## src/source/posMapPkg.sv

```systemverilog
package posMapPkg;

    // ========================================================================
    // Widths
    // ========================================================================
    localparam int AddrWidth = 16;          // Program block address
    localparam int LeafWidth = 10;          // Leaf label in the ORAM tree
    localparam int LogLeavesPerBlock = 2;   // Four map entries per PLB line

    typedef logic [AddrWidth-1:0] addrT;
    typedef logic [LeafWidth-1:0] leafT;
    typedef logic [LeafWidth:0] entryT;                 // Valid bit on top of the leaf
    typedef logic [LogLeavesPerBlock-1:0] wordIdxT;

    // ========================================================================
    // Commands and controller states
    // ========================================================================
    typedef enum logic [1:0] {
        Update     = 2'd0,      // Old leaf out, fresh leaf in
        Read       = 2'd1,
        Refill     = 2'd2,      // Install a line from dataIn
        InitRefill = 2'd3       // Install a line of invalid entries
    } cmdT;

    typedef enum logic [2:0] {
        sInit,
        sIdle,
        sLookup,
        sHitWrite,
        sRefill,
        sInitRefill,
        sRespond
    } ctrlStateT;

    // Leaf source, right shifting Galois LFSR
    localparam logic [15:0] LfsrSeed = 16'hACE1;
    localparam logic [15:0] LfsrTaps = 16'hB400;    // x^16 + x^14 + x^13 + x^11 + 1

endpackage

```

## src/source/plbBus.sv

```systemverilog
`timescale 1ns/10ps

interface plbBus;
    import posMapPkg::*;

    // Controller to cache
    logic    lookup;        // Tag compare and entry read
    logic    hitWrite;      // Overwrite one entry of a hitting line
    logic    refillWrite;   // One word of a line install
    logic    lineStart;     // Begin a line install
    addrT    addr;
    wordIdxT wordIdx;
    entryT   entry;

    // Cache to controller
    logic    hit;
    entryT   hitEntry;
    logic    victimValid;   // Replaced line held data
    addrT    victimAddr;    // First block address of the replaced line

    modport controller (
        output lookup, hitWrite, refillWrite, lineStart, addr, wordIdx, entry,
        input  hit, hitEntry, victimValid, victimAddr
    );

    modport cache (
        input  lookup, hitWrite, refillWrite, lineStart, addr, wordIdx, entry,
        output hit, hitEntry, victimValid, victimAddr
    );

endinterface

```

## src/source/leafGenerator.sv

```systemverilog
`timescale 1ns/10ps

module leafGenerator (
    input  logic            Clock,
    input  logic            reset,
    input  logic            advance,
    output posMapPkg::leafT leaf
);
    import posMapPkg::*;

    logic [$bits(LfsrSeed)-1:0] lfsrState;

    always_ff @(posedge Clock) begin
        if (reset) begin
            lfsrState <= LfsrSeed;
        end else if (advance) begin
            // Shift right, fold the taps back in when a one drops out
            if (lfsrState[0])
                lfsrState <= (lfsrState >> 1) ^ LfsrTaps;
            else
                lfsrState <= lfsrState >> 1;
        end
    end

    assign leaf = lfsrState[LeafWidth-1:0];   // Low bits form the fresh leaf

endmodule

```

## src/source/sweepCounter.sv

```systemverilog
`timescale 1ns/10ps

module sweepCounter #(
    parameter int Width = 2
) (
    input  logic             Clock,
    input  logic             reset,
    input  logic             clear,
    input  logic             step,
    output logic [Width-1:0] count,
    output logic             atEnd
);

    always_ff @(posedge Clock) begin
        if (reset || clear)
            count <= '0;
        else if (step)
            count <= count + 1'b1;      // Wraps to zero after the top
    end

    assign atEnd = &count;

endmodule

```

## src/source/posMapRam.sv

```systemverilog
`timescale 1ns/10ps

module posMapRam #(
    parameter int PosMapEntries = 64
) (
    input  logic                             Clock,
    input  logic                             enable,
    input  logic                             write,
    input  logic [$clog2(PosMapEntries)-1:0] address,
    input  posMapPkg::entryT                 dataIn,
    output posMapPkg::entryT                 dataOut
);
    import posMapPkg::*;

    entryT mem [PosMapEntries];

    // Single port, read before write
    always_ff @(posedge Clock) begin
        if (enable) begin
            if (write)
                mem[address] <= dataIn;
            dataOut <= mem[address];    // Old contents come back on a write
        end
    end

endmodule

```

## src/source/plbCache.sv

```systemverilog
`timescale 1ns/10ps

module plbCache #(
    parameter int PlbLines = 8
) (
    input  logic             Clock,
    input  logic             reset,
    plbBus.cache             bus,
    output logic             evictDataValid,
    output posMapPkg::entryT evictData
);
    import posMapPkg::*;

    localparam int LineIdxWidth = $clog2(PlbLines);
    localparam int TagWidth = AddrWidth - LogLeavesPerBlock - LineIdxWidth;
    localparam int SlotWidth = LineIdxWidth + LogLeavesPerBlock;

    // ========================================================================
    // Storage
    // ========================================================================
    logic [PlbLines-1:0] lineValid;
    logic [TagWidth-1:0] tagArray [PlbLines];
    entryT               entries [PlbLines << LogLeavesPerBlock];   // Indexed {line, word}

    logic [LineIdxWidth-1:0] lineIdx;
    logic [TagWidth-1:0]     lineTag;
    logic [SlotWidth-1:0]    lookupSlot;
    logic [SlotWidth-1:0]    writeSlot;
    logic                    lastWord;
    logic                    tagMatch;

    // Line index is the block number modulo the line count
    assign lineIdx = bus.addr[LogLeavesPerBlock +: LineIdxWidth];
    assign lineTag = bus.addr[AddrWidth-1 -: TagWidth];
    assign lookupSlot = {lineIdx, bus.addr[LogLeavesPerBlock-1:0]};
    assign writeSlot = {lineIdx, bus.wordIdx};
    assign lastWord = &bus.wordIdx;
    assign tagMatch = lineValid[lineIdx] && (tagArray[lineIdx] == lineTag);

    // ========================================================================
    // Line status and handshake flags
    // ========================================================================
    always_ff @(posedge Clock) begin
        if (reset) begin
            lineValid <= '0;
            bus.hit <= 1'b0;
            bus.victimValid <= 1'b0;
            evictDataValid <= 1'b0;
        end else begin
            if (bus.lookup)
                bus.hit <= tagMatch;

            if (bus.lineStart) begin
                bus.victimValid <= lineValid[lineIdx];
                lineValid[lineIdx] <= 1'b0;     // Line is unusable until fully installed
            end else if (bus.refillWrite && lastWord) begin
                lineValid[lineIdx] <= 1'b1;
            end

            // One eviction word per install write of a valid victim
            evictDataValid <= bus.refillWrite && bus.victimValid;
        end
    end

    // ========================================================================
    // Entry, tag and victim data
    // ========================================================================
    always_ff @(posedge Clock) begin
        if (bus.lookup)
            bus.hitEntry <= entries[lookupSlot];

        if (bus.refillWrite)
            evictData <= entries[writeSlot];    // Old word leaves as the new one lands

        if (bus.hitWrite || bus.refillWrite)
            entries[writeSlot] <= bus.entry;

        if (bus.refillWrite && lastWord)
            tagArray[lineIdx] <= lineTag;

        if (bus.lineStart)
            bus.victimAddr <= {tagArray[lineIdx], lineIdx, {LogLeavesPerBlock{1'b0}}};
    end

endmodule

```

## src/source/posMapControl.sv

```systemverilog
`timescale 1ns/10ps

module posMapControl #(
    parameter int PosMapEntries = 64
) (
    input  logic                             Clock,
    input  logic                             reset,
    output logic                             cmdReady,
    input  logic                             cmdValid,
    input  posMapPkg::cmdT                   cmd,
    input  posMapPkg::addrT                  addrIn,
    input  logic                             dataInValid,
    input  posMapPkg::entryT                 dataIn,
    input  logic                             outReady,
    output logic                             valid,
    output logic                             hit,
    output logic                             unInit,
    output logic                             evict,
    output posMapPkg::leafT                  oldLeaf,
    output posMapPkg::leafT                  newLeaf,
    output posMapPkg::addrT                  addrOut,
    output logic                             ramEnable,
    output logic                             ramWrite,
    output logic [$clog2(PosMapEntries)-1:0] ramAddr,
    output posMapPkg::entryT                 ramDataIn,
    input  posMapPkg::entryT                 ramDataOut,
    output logic                             initClear,
    output logic                             initStep,
    input  logic [$clog2(PosMapEntries)-1:0] initCount,
    input  logic                             initAtEnd,
    output logic                             refillClear,
    output logic                             refillStep,
    input  posMapPkg::wordIdxT               refillIndex,
    input  logic                             refillAtEnd,
    output logic                             leafAdvance,
    input  posMapPkg::leafT                  freshLeaf,
    plbBus.controller                        bus
);
    import posMapPkg::*;

    localparam int RamAddrWidth = $clog2(PosMapEntries);
    localparam addrT OnChipStart = addrT'((1 << AddrWidth) - PosMapEntries);

    ctrlStateT state;
    cmdT       cmdReg;
    addrT      addrReg;
    logic      onChipReg;
    logic      onChipIn;
    logic      accept;
    addrT      ramOffset;

    assign onChipIn = addrIn >= OnChipStart;    // Top of the address space lives on chip
    assign accept = (state == sIdle) && cmdReady && cmdValid;
    assign ramOffset = addrReg - OnChipStart;

    // ========================================================================
    // State machine
    // ========================================================================
    always_ff @(posedge Clock) begin
        if (reset) begin
            state <= sInit;
            cmdReady <= 1'b0;
            valid <= 1'b0;
        end else begin
            case (state)
                sInit: begin
                    if (initAtEnd)
                        state <= sIdle;
                end
                sIdle: begin
                    if (accept) begin
                        cmdReady <= 1'b0;
                        if (cmd == Refill)
                            state <= sRefill;
                        else if (cmd == InitRefill)
                            state <= sInitRefill;
                        else
                            state <= sLookup;
                    end else begin
                        cmdReady <= 1'b1;   // First idle cycle after the sweep
                    end
                end
                sLookup: state <= sHitWrite;
                sHitWrite: begin
                    state <= sRespond;
                    valid <= 1'b1;
                end
                sRefill: begin
                    if (dataInValid && refillAtEnd)
                        state <= sRespond;
                end
                sInitRefill: begin
                    if (refillAtEnd)
                        state <= sRespond;
                end
                sRespond: begin
                    if (!valid) begin
                        valid <= 1'b1;          // Line install done, report the victim
                    end else if (outReady) begin
                        valid <= 1'b0;
                        cmdReady <= 1'b1;
                        state <= sIdle;
                    end
                end
                default: state <= sIdle;
            endcase
        end
    end

    // ========================================================================
    // Command capture and response registers
    // ========================================================================
    always_ff @(posedge Clock) begin
        if (accept) begin
            cmdReg <= cmd;
            addrReg <= addrIn;
            onChipReg <= onChipIn;
        end

        if (state == sHitWrite) begin
            // Entry is back from the RAM or the PLB
            hit <= onChipReg || bus.hit;
            if (onChipReg) begin
                unInit <= !ramDataOut[LeafWidth];
                oldLeaf <= ramDataOut[LeafWidth-1:0];
            end else begin
                unInit <= bus.hit && !bus.hitEntry[LeafWidth];
                oldLeaf <= bus.hitEntry[LeafWidth-1:0];
            end
            newLeaf <= freshLeaf;
            evict <= 1'b0;
            addrOut <= addrReg;
        end else if (state == sRespond && !valid) begin
            hit <= 1'b0;
            unInit <= 1'b0;
            oldLeaf <= '0;
            newLeaf <= '0;                  // No leaf tag kept per line
            evict <= bus.victimValid;
            addrOut <= bus.victimAddr;
        end
    end

    // ========================================================================
    // Steering of RAM, counters, LFSR and PLB
    // ========================================================================
    assign initClear = state != sInit;
    assign initStep = state == sInit;
    assign refillClear = accept;
    assign refillStep = (state == sRefill && dataInValid) || state == sInitRefill;
    assign leafAdvance = valid && outReady && (cmdReg == Update);

    assign ramEnable = (state == sInit) || (state == sLookup && onChipReg);
    assign ramWrite = (state == sInit) || (state == sLookup && onChipReg && cmdReg == Update);
    assign ramAddr = (state == sInit) ? initCount : ramOffset[RamAddrWidth-1:0];
    assign ramDataIn = (state == sInit) ? '0 : {1'b1, freshLeaf};   // Sweep writes invalid

    assign bus.addr = (state == sIdle) ? addrIn : addrReg;
    assign bus.lookup = (state == sLookup) && !onChipReg;
    assign bus.hitWrite = (state == sHitWrite) && !onChipReg && (cmdReg == Update) && bus.hit;
    assign bus.refillWrite = refillStep;
    assign bus.lineStart = accept && (cmd == Refill || cmd == InitRefill);
    assign bus.wordIdx = (state == sHitWrite) ? addrReg[LogLeavesPerBlock-1:0] : refillIndex;

    always_comb begin
        if (state == sHitWrite)
            bus.entry = {1'b1, freshLeaf};
        else if (state == sRefill)
            bus.entry = dataIn;
        else
            bus.entry = '0;             // InitRefill installs invalid entries
    end

endmodule

```

## src/source/posMapPlb.sv

```systemverilog
`timescale 1ns/10ps

module posMapPlb #(
    parameter int PosMapEntries = 64,
    parameter int PlbLines = 8
) (
    input  logic             Clock,
    input  logic             reset,
    output logic             cmdReady,
    input  logic             cmdValid,
    input  posMapPkg::cmdT   cmd,
    input  posMapPkg::addrT  addrIn,
    input  logic             dataInValid,
    input  posMapPkg::entryT dataIn,
    input  logic             outReady,
    output logic             valid,
    output logic             hit,
    output logic             unInit,
    output logic             evict,
    output posMapPkg::leafT  oldLeaf,
    output posMapPkg::leafT  newLeaf,
    output posMapPkg::addrT  addrOut,
    output logic             evictDataValid,
    output posMapPkg::entryT evictData
);
    import posMapPkg::*;

    localparam int RamAddrWidth = $clog2(PosMapEntries);

    logic                    ramEnable;
    logic                    ramWrite;
    logic [RamAddrWidth-1:0] ramAddr;
    entryT                   ramDataIn;
    entryT                   ramDataOut;
    logic                    initClear;
    logic                    initStep;
    logic [RamAddrWidth-1:0] initCount;
    logic                    initAtEnd;
    logic                    refillClear;
    logic                    refillStep;
    wordIdxT                 refillWord;
    logic                    refillAtEnd;
    logic                    leafAdvance;
    leafT                    freshLeaf;

    plbBus plbLink ();

    posMapControl #(.PosMapEntries(PosMapEntries)) control (
        .Clock, .reset,
        .cmdReady, .cmdValid, .cmd, .addrIn, .dataInValid, .dataIn,
        .outReady, .valid, .hit, .unInit, .evict, .oldLeaf, .newLeaf, .addrOut,
        .ramEnable, .ramWrite, .ramAddr, .ramDataIn, .ramDataOut,
        .initClear, .initStep, .initCount, .initAtEnd,
        .refillClear, .refillStep, .refillIndex(refillWord), .refillAtEnd,
        .leafAdvance, .freshLeaf,
        .bus(plbLink.controller)
    );

    posMapRam #(.PosMapEntries(PosMapEntries)) ram (
        .Clock,
        .enable(ramEnable),
        .write(ramWrite),
        .address(ramAddr),
        .dataIn(ramDataIn),
        .dataOut(ramDataOut)
    );

    plbCache #(.PlbLines(PlbLines)) cache (
        .Clock, .reset,
        .bus(plbLink.cache),
        .evictDataValid,
        .evictData
    );

    // Address sweep that clears the on-chip map
    sweepCounter #(.Width(RamAddrWidth)) initSweep (
        .Clock, .reset,
        .clear(initClear),
        .step(initStep),
        .count(initCount),
        .atEnd(initAtEnd)
    );

    sweepCounter #(.Width(LogLeavesPerBlock)) refillIndex (
        .Clock, .reset,
        .clear(refillClear),
        .step(refillStep),
        .count(refillWord),
        .atEnd(refillAtEnd)
    );

    leafGenerator leafGen (
        .Clock, .reset,
        .advance(leafAdvance),
        .leaf(freshLeaf)
    );

endmodule

```

## config.mk

```make
export PLATFORM = sky130hd
export DESIGN_NAME = posMapPlb
export DESIGN_NICKNAME = d
export VERILOG_FILES = /design/src/source/posMapPkg.sv /design/src/source/plbBus.sv /design/src/source/leafGenerator.sv /design/src/source/sweepCounter.sv /design/src/source/posMapRam.sv /design/src/source/plbCache.sv /design/src/source/posMapControl.sv /design/src/source/posMapPlb.sv
export SDC_FILE = /design/constraint.sdc
export NUM_CORES = 2
export LEC_CHECK = 0
export BUFFER_PORTS_ARGS = -buffer_cell sky130_fd_sc_hd__buf_2
export CAP_MARGIN = 10
export CORE_MARGIN = 2
export CORE_UTILIZATION = 50
export DETAILED_ROUTE_END_ITERATION = 10
export PLACE_DENSITY = 0.7
export RECOVER_POWER = 50
export SYNTH_ARGS = -nofsm -noshare
export SYNTH_HDL_FRONTEND = slang
export SYNTH_SLANG_ARGS = --single-unit
```

## constraint.sdc

```tcl
create_clock -name Clock -period 4.4 [get_ports Clock]
set_input_delay 0.44 -clock Clock [delete_from_list [all_inputs] [get_ports Clock]]
set_output_delay 0.44 -clock Clock [all_outputs]
set_load 0.1 [all_outputs]
```

* Word level (Yosys, flattened, before mapping)
Memory sizes are Yosys's and may differ from the RTL's. A register that Yosys moved wholly into a read port is not among the register bits.
Cells that the tools add are included.
** Operators by class
- Order comparisons :: 3
- Eq/ne operators :: 15
- Reductions and logical operators :: 43
- Bitwise gates (word level) :: 4
- $add $sub $neg :: 3
- Multiplexer cells :: 46
** Operators with widths (number)
- 2-to-1 mux 16 bit :: 4
- 2-to-1 mux 10 bit :: 4
- 2-to-1 mux 11 bit :: 3
- 2-to-1 mux 3 bit :: 8
- one-hot mux 3 bit (7 select lines) :: 1
- logical AND 1 bit :: 19
- 2-to-1 mux 1 bit :: 18
- greater-or-equal comparator 16 bit (second input constant) :: 1
- 2-to-1 mux 8 bit :: 2
- AND reduction 6 bit :: 2
- equality test 11 bit :: 1
- equality test 3 bit (second input constant) :: 3
- AND 8 bit :: 1
- logical OR 1 bit :: 8
- != test 2 x 1 -> 1 bit (second input constant) :: 4
- inverter 8 bit :: 1
- bitwise OR 8 bit :: 1
- nonzero test 2 bit :: 4
- adder 6 x 1 -> 6 bit (second input constant) :: 1
- equality test 3 x 2 -> 1 bit (second input constant) :: 2
- 2-to-1 mux 6 bit :: 1
- subtractor 6 x 1 -> 6 bit (second input constant) :: 1
- equality test 2 bit (second input constant) :: 2
- zero test 1 bit :: 4
- other kinds (15) :: 18
** Storage, ports and cells
- Output and inout port bits :: 53
- Input port bits :: 34
- Logic and storage cells :: 137
- Memories kept :: 3
- Bits in writable memories :: 1144
- Flip-flop bits (word level) :: 112
** Memories
- ram.mem :: words 64, bits a word 11, read ports 1, clocked after memory_dff 1, write ports 1, RTL line posMapRam.sv:15 : entryT mem [PosMapEntries];
- cache.entries :: words 32, bits a word 11, read ports 2, clocked after memory_dff 2, write ports 1, RTL line plbCache.sv:23 : entryT entries [PlbLines << LogLeavesPerBlock];
- cache.tagArray :: words 8, bits a word 11, read ports 1, clocked after memory_dff 0, write ports 1, RTL line plbCache.sv:22 : logic [TagWidth-1:0] tagArray [PlbLines];

* Longest topological paths before layout
- Word-level depth :: 9
- Mapped depth :: 13
- Gate-level depth less buffers :: 10

* Modules after synthesis
From an unflattened synthesis, not the netlist that was laid out.
** Second synthesis, totals
- Cell total of the unflattened synthesis :: 2996
- Area, all modules :: 52766.9 um^2
** Modules (own cells, without submodules)
- posMapRam :: cells an instance 1586, area each 27594.0 um^2, times used 1, seq. area each 21470.6 um^2
- plbCache :: cells an instance 1031, area each 20950.1 um^2, times used 1, seq. area each 14513.9 um^2
- posMapControl :: cells an instance 277, area each 3164.3 um^2, times used 1, seq. area each 1831.8 um^2
- leafGenerator :: cells an instance 66, area each 705.7 um^2, times used 1, seq. area each 320.3 um^2
- sweepCounter at initSweep :: cells an instance 29, area each 261.5 um^2, times used 1, seq. area each 120.1 um^2
- sweepCounter at refillIndex :: cells an instance 7, area each 91.3 um^2, times used 1, seq. area each 40.0 um^2

* Least setup slack after synthesis
OpenSTA, ideal clock, no wires.
- Path kind :: flip-flop to flip-flop
- Start point :: register control.state[2]
- End point :: memory ram.mem[0][3] (netlist name), data pin
- Arrival :: 3051 ps
- Buffers on the path :: 3
- Cell stages (with the launch flop) :: 7
- Path slack :: 982 ps
- Period minus slack after synthesis :: 3418 ps
- Data required time :: 4033 ps
- Path through :: dfxtp_1 -> buf_6 -> nor3_4 -> inv_4 -> clkbuf_1 -> clkbuf_1 -> and2_1
** Between the ends
- Word-level cells in the longest chain between the ends :: 2
** RTL lines
- start, declared :: RTL line posMapControl.sv:44 : ctrlStateT state;
- start signal, assigned :: RTL line posMapControl.sv:61 : state <= sInit;
- start signal, assigned :: RTL line posMapControl.sv:68 : state <= sIdle;
- start signal, assigned :: RTL line posMapControl.sv:74 : state <= sRefill;
- zero test 3 bit :: RTL line posMapControl.sv:155 : assign ramDataIn = (state == sInit) ? '0 : {1'b1, freshLeaf};
- 2-to-1 mux 11 bit :: RTL line posMapControl.sv:155
- via control.ramDataIn[3] :: RTL line posMapControl.sv:25 : output posMapPkg::entryT ramDataIn,
- end, declared :: RTL line posMapRam.sv:15
The timed path passes the listed nets, and every way through them passes these cells.

* Worst setup path after layout
- Start point :: register control.state[2]
- End point :: memory ram.mem[15][3] (netlist name) (enable)
** Between the ends
- Word-level cells in the longest chain between the ends :: 7
- Elaborated cells on any way between the ends :: 10
- Classes of those cells :: eq/ne: 1; mux: 4; reduce/logical: 5
** RTL lines
- equality test 3 x 2 -> 1 bit :: RTL line posMapControl.sv:152, posMapControl.sv:153
- logical AND 1 bit :: RTL line posMapControl.sv:152, posMapControl.sv:153
- logical AND 1 bit :: RTL line posMapControl.sv:153 : assign ramWrite = (state == sInit) || (state == sLookup && onChipReg && cmdReg == Update);
- logical OR 1 bit :: RTL line posMapControl.sv:153
- 2-to-1 mux 1 bit :: RTL line posMapRam.sv:20 : if (write)
- 2-to-1 mux 1 bit :: RTL line posMapRam.sv:19 : if (enable) begin
- 2-to-1 mux 1 bit (implied by the code) :: RTL line posMapRam.sv:21 : mem[address] <= dataIn;
Several ways; a longest one is shown, not always the timed one.

==> impl_metrics.yaml <==
run_status:
  status: "complete, but fails checks"
  violations: "max-capacitance violations, max-slew violations"
grt:
  grt_max_degree: 84
  grt_pass1_vias: 30100
  grt_pass1_wl_um: 205200
  grt_overflow: 0
  antenna_found_initial: 6
  grt_use_total_pct: 26.27
cells_and_area:
  fin_nets: 3243
  design_area_um2: 58650
  final_cell_count_no_fill: 4684
  utilization_pct: 57.57
  syn_to_final_growth_pct: 14.08
  drive_above_1_share_pct: 18.12
timing:
  setup_violations: 0
  tightest_slew_ns: 2.170
  grt_setup_unrepaired: "no"
  hold_viol: 0
  drv_slew: 396
  tns_ns: 0
  fin_worst_skew_ns: 0.02845
  slew_headroom_pct: -44.68
  max_freq_ghz: 0.2486
  post-route-period-util_pct: 91.41
  period_minus_slack_ns: 4.022
hold_path:
  min_path_cells: 3
  min-delay-start: "cmdValid"
  holdPathEnd: "control.state[2]"
  min_path_type: "in -> reg"
clock_tree:
  cts_num_sinks: 1289
  cts_root_buffer: "clkbuf_16"
  h-tree-depth: 3
  cts_tree: "yes"
  cts_resized: 0
  cts_buffers: 121
  clock_path_buffers: 3
  worstSkewPairLatency_ns: 0.72
  path_clk_slew_ns: 0.07
synthesis:
  syn_area_per_cell_um2: 17.25
  synth-seq-area-share_pct: 74.48
  async_reset_ff_share_pct: 0
  synth_fp_nets: 3017
  synth.distinct_cells: 71
  synthesis.area_um2: 51420
  synthCells: 2981
  synth-edff-count: 1248
  synth_flop_cell: "edfxtp_1"
  yosys_warnings: 0
  ys_ff_latch: 1289
floorplanning:
  io_pins: 87
  die_x_um: 324.7
  die-area_um2: 105400
  coreArea_um2: 101900
  num_rows: 117
  start_util_pct: 50.46
  die_h_um: 324.7
worst_setup_path:
  worstReg2RegEnd: "ram.mem[15][3]"
  cp-start-kind: "flip-flop"
  reg2reg_slack_ns: 0.38
  r2r_start: "control.state[2]"
  reg2reg_depth: 7
  arrival_ns: 4.42
  path_class: "reg -> reg"
  cp_data_required_time_ns: 4.80
  crit_path_end_kind: "flip-flop"
  path_max_fanout: 83
placement:
  detailed_place_hpwl_um: 88690
  io_buffers: 86
  placedCellCount: 4434
  gp_congestion: 0.9154
  placed_area_um2: 54550
flow_run:
  maxCapViolCount: 10
drt:
  ant_nets: 0
  viasPerCell: 6.556
  dr_total_vias: 30709
  drt_iter0_markers: 4379
  firstDrtPassIters: 6
  wl_per_cell_um: 29.98
  routed_wl_um: 140400
  drc_errors: 0
power:
  power_density_nw_per_um2: 630.1
  power.leakage_uw: 0.01835
  ir_worst_vdd_uv: 698.4
cells by family after synthesis:
logic type,count (synthesis),share of synthesized area [%]
AO/OA/AOI/OAI,639,9.121
XOR/XNOR,19,0.3237
adder cells (fa/ha/maj),2,0.04866
buffers and inverters,199,1.616
flip-flops,1289,74.48
multiplexers,239,9.177
AND/OR/NAND/NOR,594,5.230
registers in the layout (all words and copies together), names as in the netlist, 2 cells and up, named ones only:
name and cells:
control.oldLeaf 10, cache.entries 352, cache.tagArray 88, ram.dataOut 11, cache.evictData 11, leafGen.lfsrState 16
initSweep.count 6, control.cmdReg 2, cache.bus.victimAddr 14, control.newLeaf 10, refillIndex.count 2, control.addrReg 16
ram.mem 704, cache.bus.hitEntry 11, control.addrOut 16, control.state 3
worst max path at each step:
stage                     startpoint        endpoint  slack, ns
floorplan           control.state[2]   ram.mem[0][3]       0.98
global placement    control.state[2]  ram.mem[15][4]       0.72
detailed placement  control.state[2]  ram.mem[15][4]       0.57
CTS                 control.state[0]  ram.dataOut[0]       0.54
global route        control.state[2]   ram.mem[6][5]       0.30
finish              control.state[2]  ram.mem[15][3]       0.38
synthesized netlist by cell type (all sizes together) (4+ instances only):
cell type,instances,area share [%]
mux2,10,0.23
nand3b,8,0.12
a21oi,39,0.39
mux2i,45,0.88
or4,5,0.073
and3,18,0.22
inv,13,0.10
a41oi,21,0.36
nor3b,6,0.088
a31oi,20,0.24
nor2,157,1.1
a22oi,402,5.9
nor4,4,0.061
o21a,6,0.088
xnor2,17,0.29
edfxtp,1248,73
nand2,253,1.8
dfxtp,41,1.6
a41o,7,0.14
nor3,28,0.29
mux4,184,8.1
clkbuf,109,0.80
a211oi,16,0.23
buf,77,0.72
nand4,42,0.51
nor2b,17,0.21
a221oi,24,0.41
nand3,23,0.22
a21o,13,0.19
and2,18,0.22
o21ai,38,0.37
a21boi,4,0.058
a22o,14,0.24
o22ai,13,0.16
area by class of cell:
class / count / area, um^2
Fill cell: 7642 / 43230
Sequential cell: 1289 / 38300
Multi-Input combinational cell: 1493 / 12440
Clock buffer: 144 / 3114
Timing Repair Buffer: 289 / 2058
Tap cell: 1368 / 1712
Clock inverter: 84 / 972.2
Inverter: 13 / 51.30
Antenna cell: 4 / 10.01
power breakdown:
part           internal (uW)  switching [uW]
clock                   6270            4490
sequential             15300             282
combinational           3340            7280
routing by layer:
layer  track usage [%]  up-vias  wire length, um
met4             8.645        4             5029
met3             7.670      285            16820
met2             41.59     1954            67270
met5                 0        -               34
li1                  -    12696                -
met1             35.18    15770            51280
worst max-delay path: stages, from the launching register on:
cell and delay [ns]:
dfxtp_1 0.34, nor3_4 0.38, inv_4 0.11, buf_4 0.42, o31ai_1 0.80, nand2_1 0.75, nor2_1 0.55, buf_4 0.32
per-stage QoR:
step | setup WS (ns) | hold slack (ns) | total power, uW
floorplan | 0.9815 | 0.4321 | 22120
global route | 0.2962 | 0.1984 | 38160
global placement | 0.7211 | 0.4411 | 26050
finish | 0.3779 | 0.1828 | 36960
CTS | 0.5363 | 0.1528 | 36920
detailed placement | 0.5714 | 0.4491 | 26270
cells in the final DEF, fill, tap and decap left out, types with 8 or more instances in the layout:
master         instances
a211oi_1              16
a21o_1                12
a21oi_1               37
a221oi_1              24
a22o_1                14
a22oi_1              402
a31oi_1               20
a41oi_1               21
and2_1                11
and3_1                18
buf_12                16
buf_2                 15
buf_4                152
bufinv_16             21
clkbuf_1             108
clkbuf_16            121
clkinv_1              28
clkinv_2              22
dfxtp_1               41
dlygate4sd3_1         15
edfxtp_1            1248
inv_1                 11
mux2_2                 8
mux2i_1               39
mux4_2               184
nand2_1              253
nand3_1               23
nand3b_1               8
nand4_1               42
nor2_1               150
nor2b_1               17
nor3_1                21
o21ai_0               36
o22ai_1               13
xnor2_1               17
what timing repair did:
action | CTS | global route
hold endpoints to repair | 15 | 0
setup buffers | 0 | 0
hold buffers | 15 | 0
(Power assumes the default switching activity.)
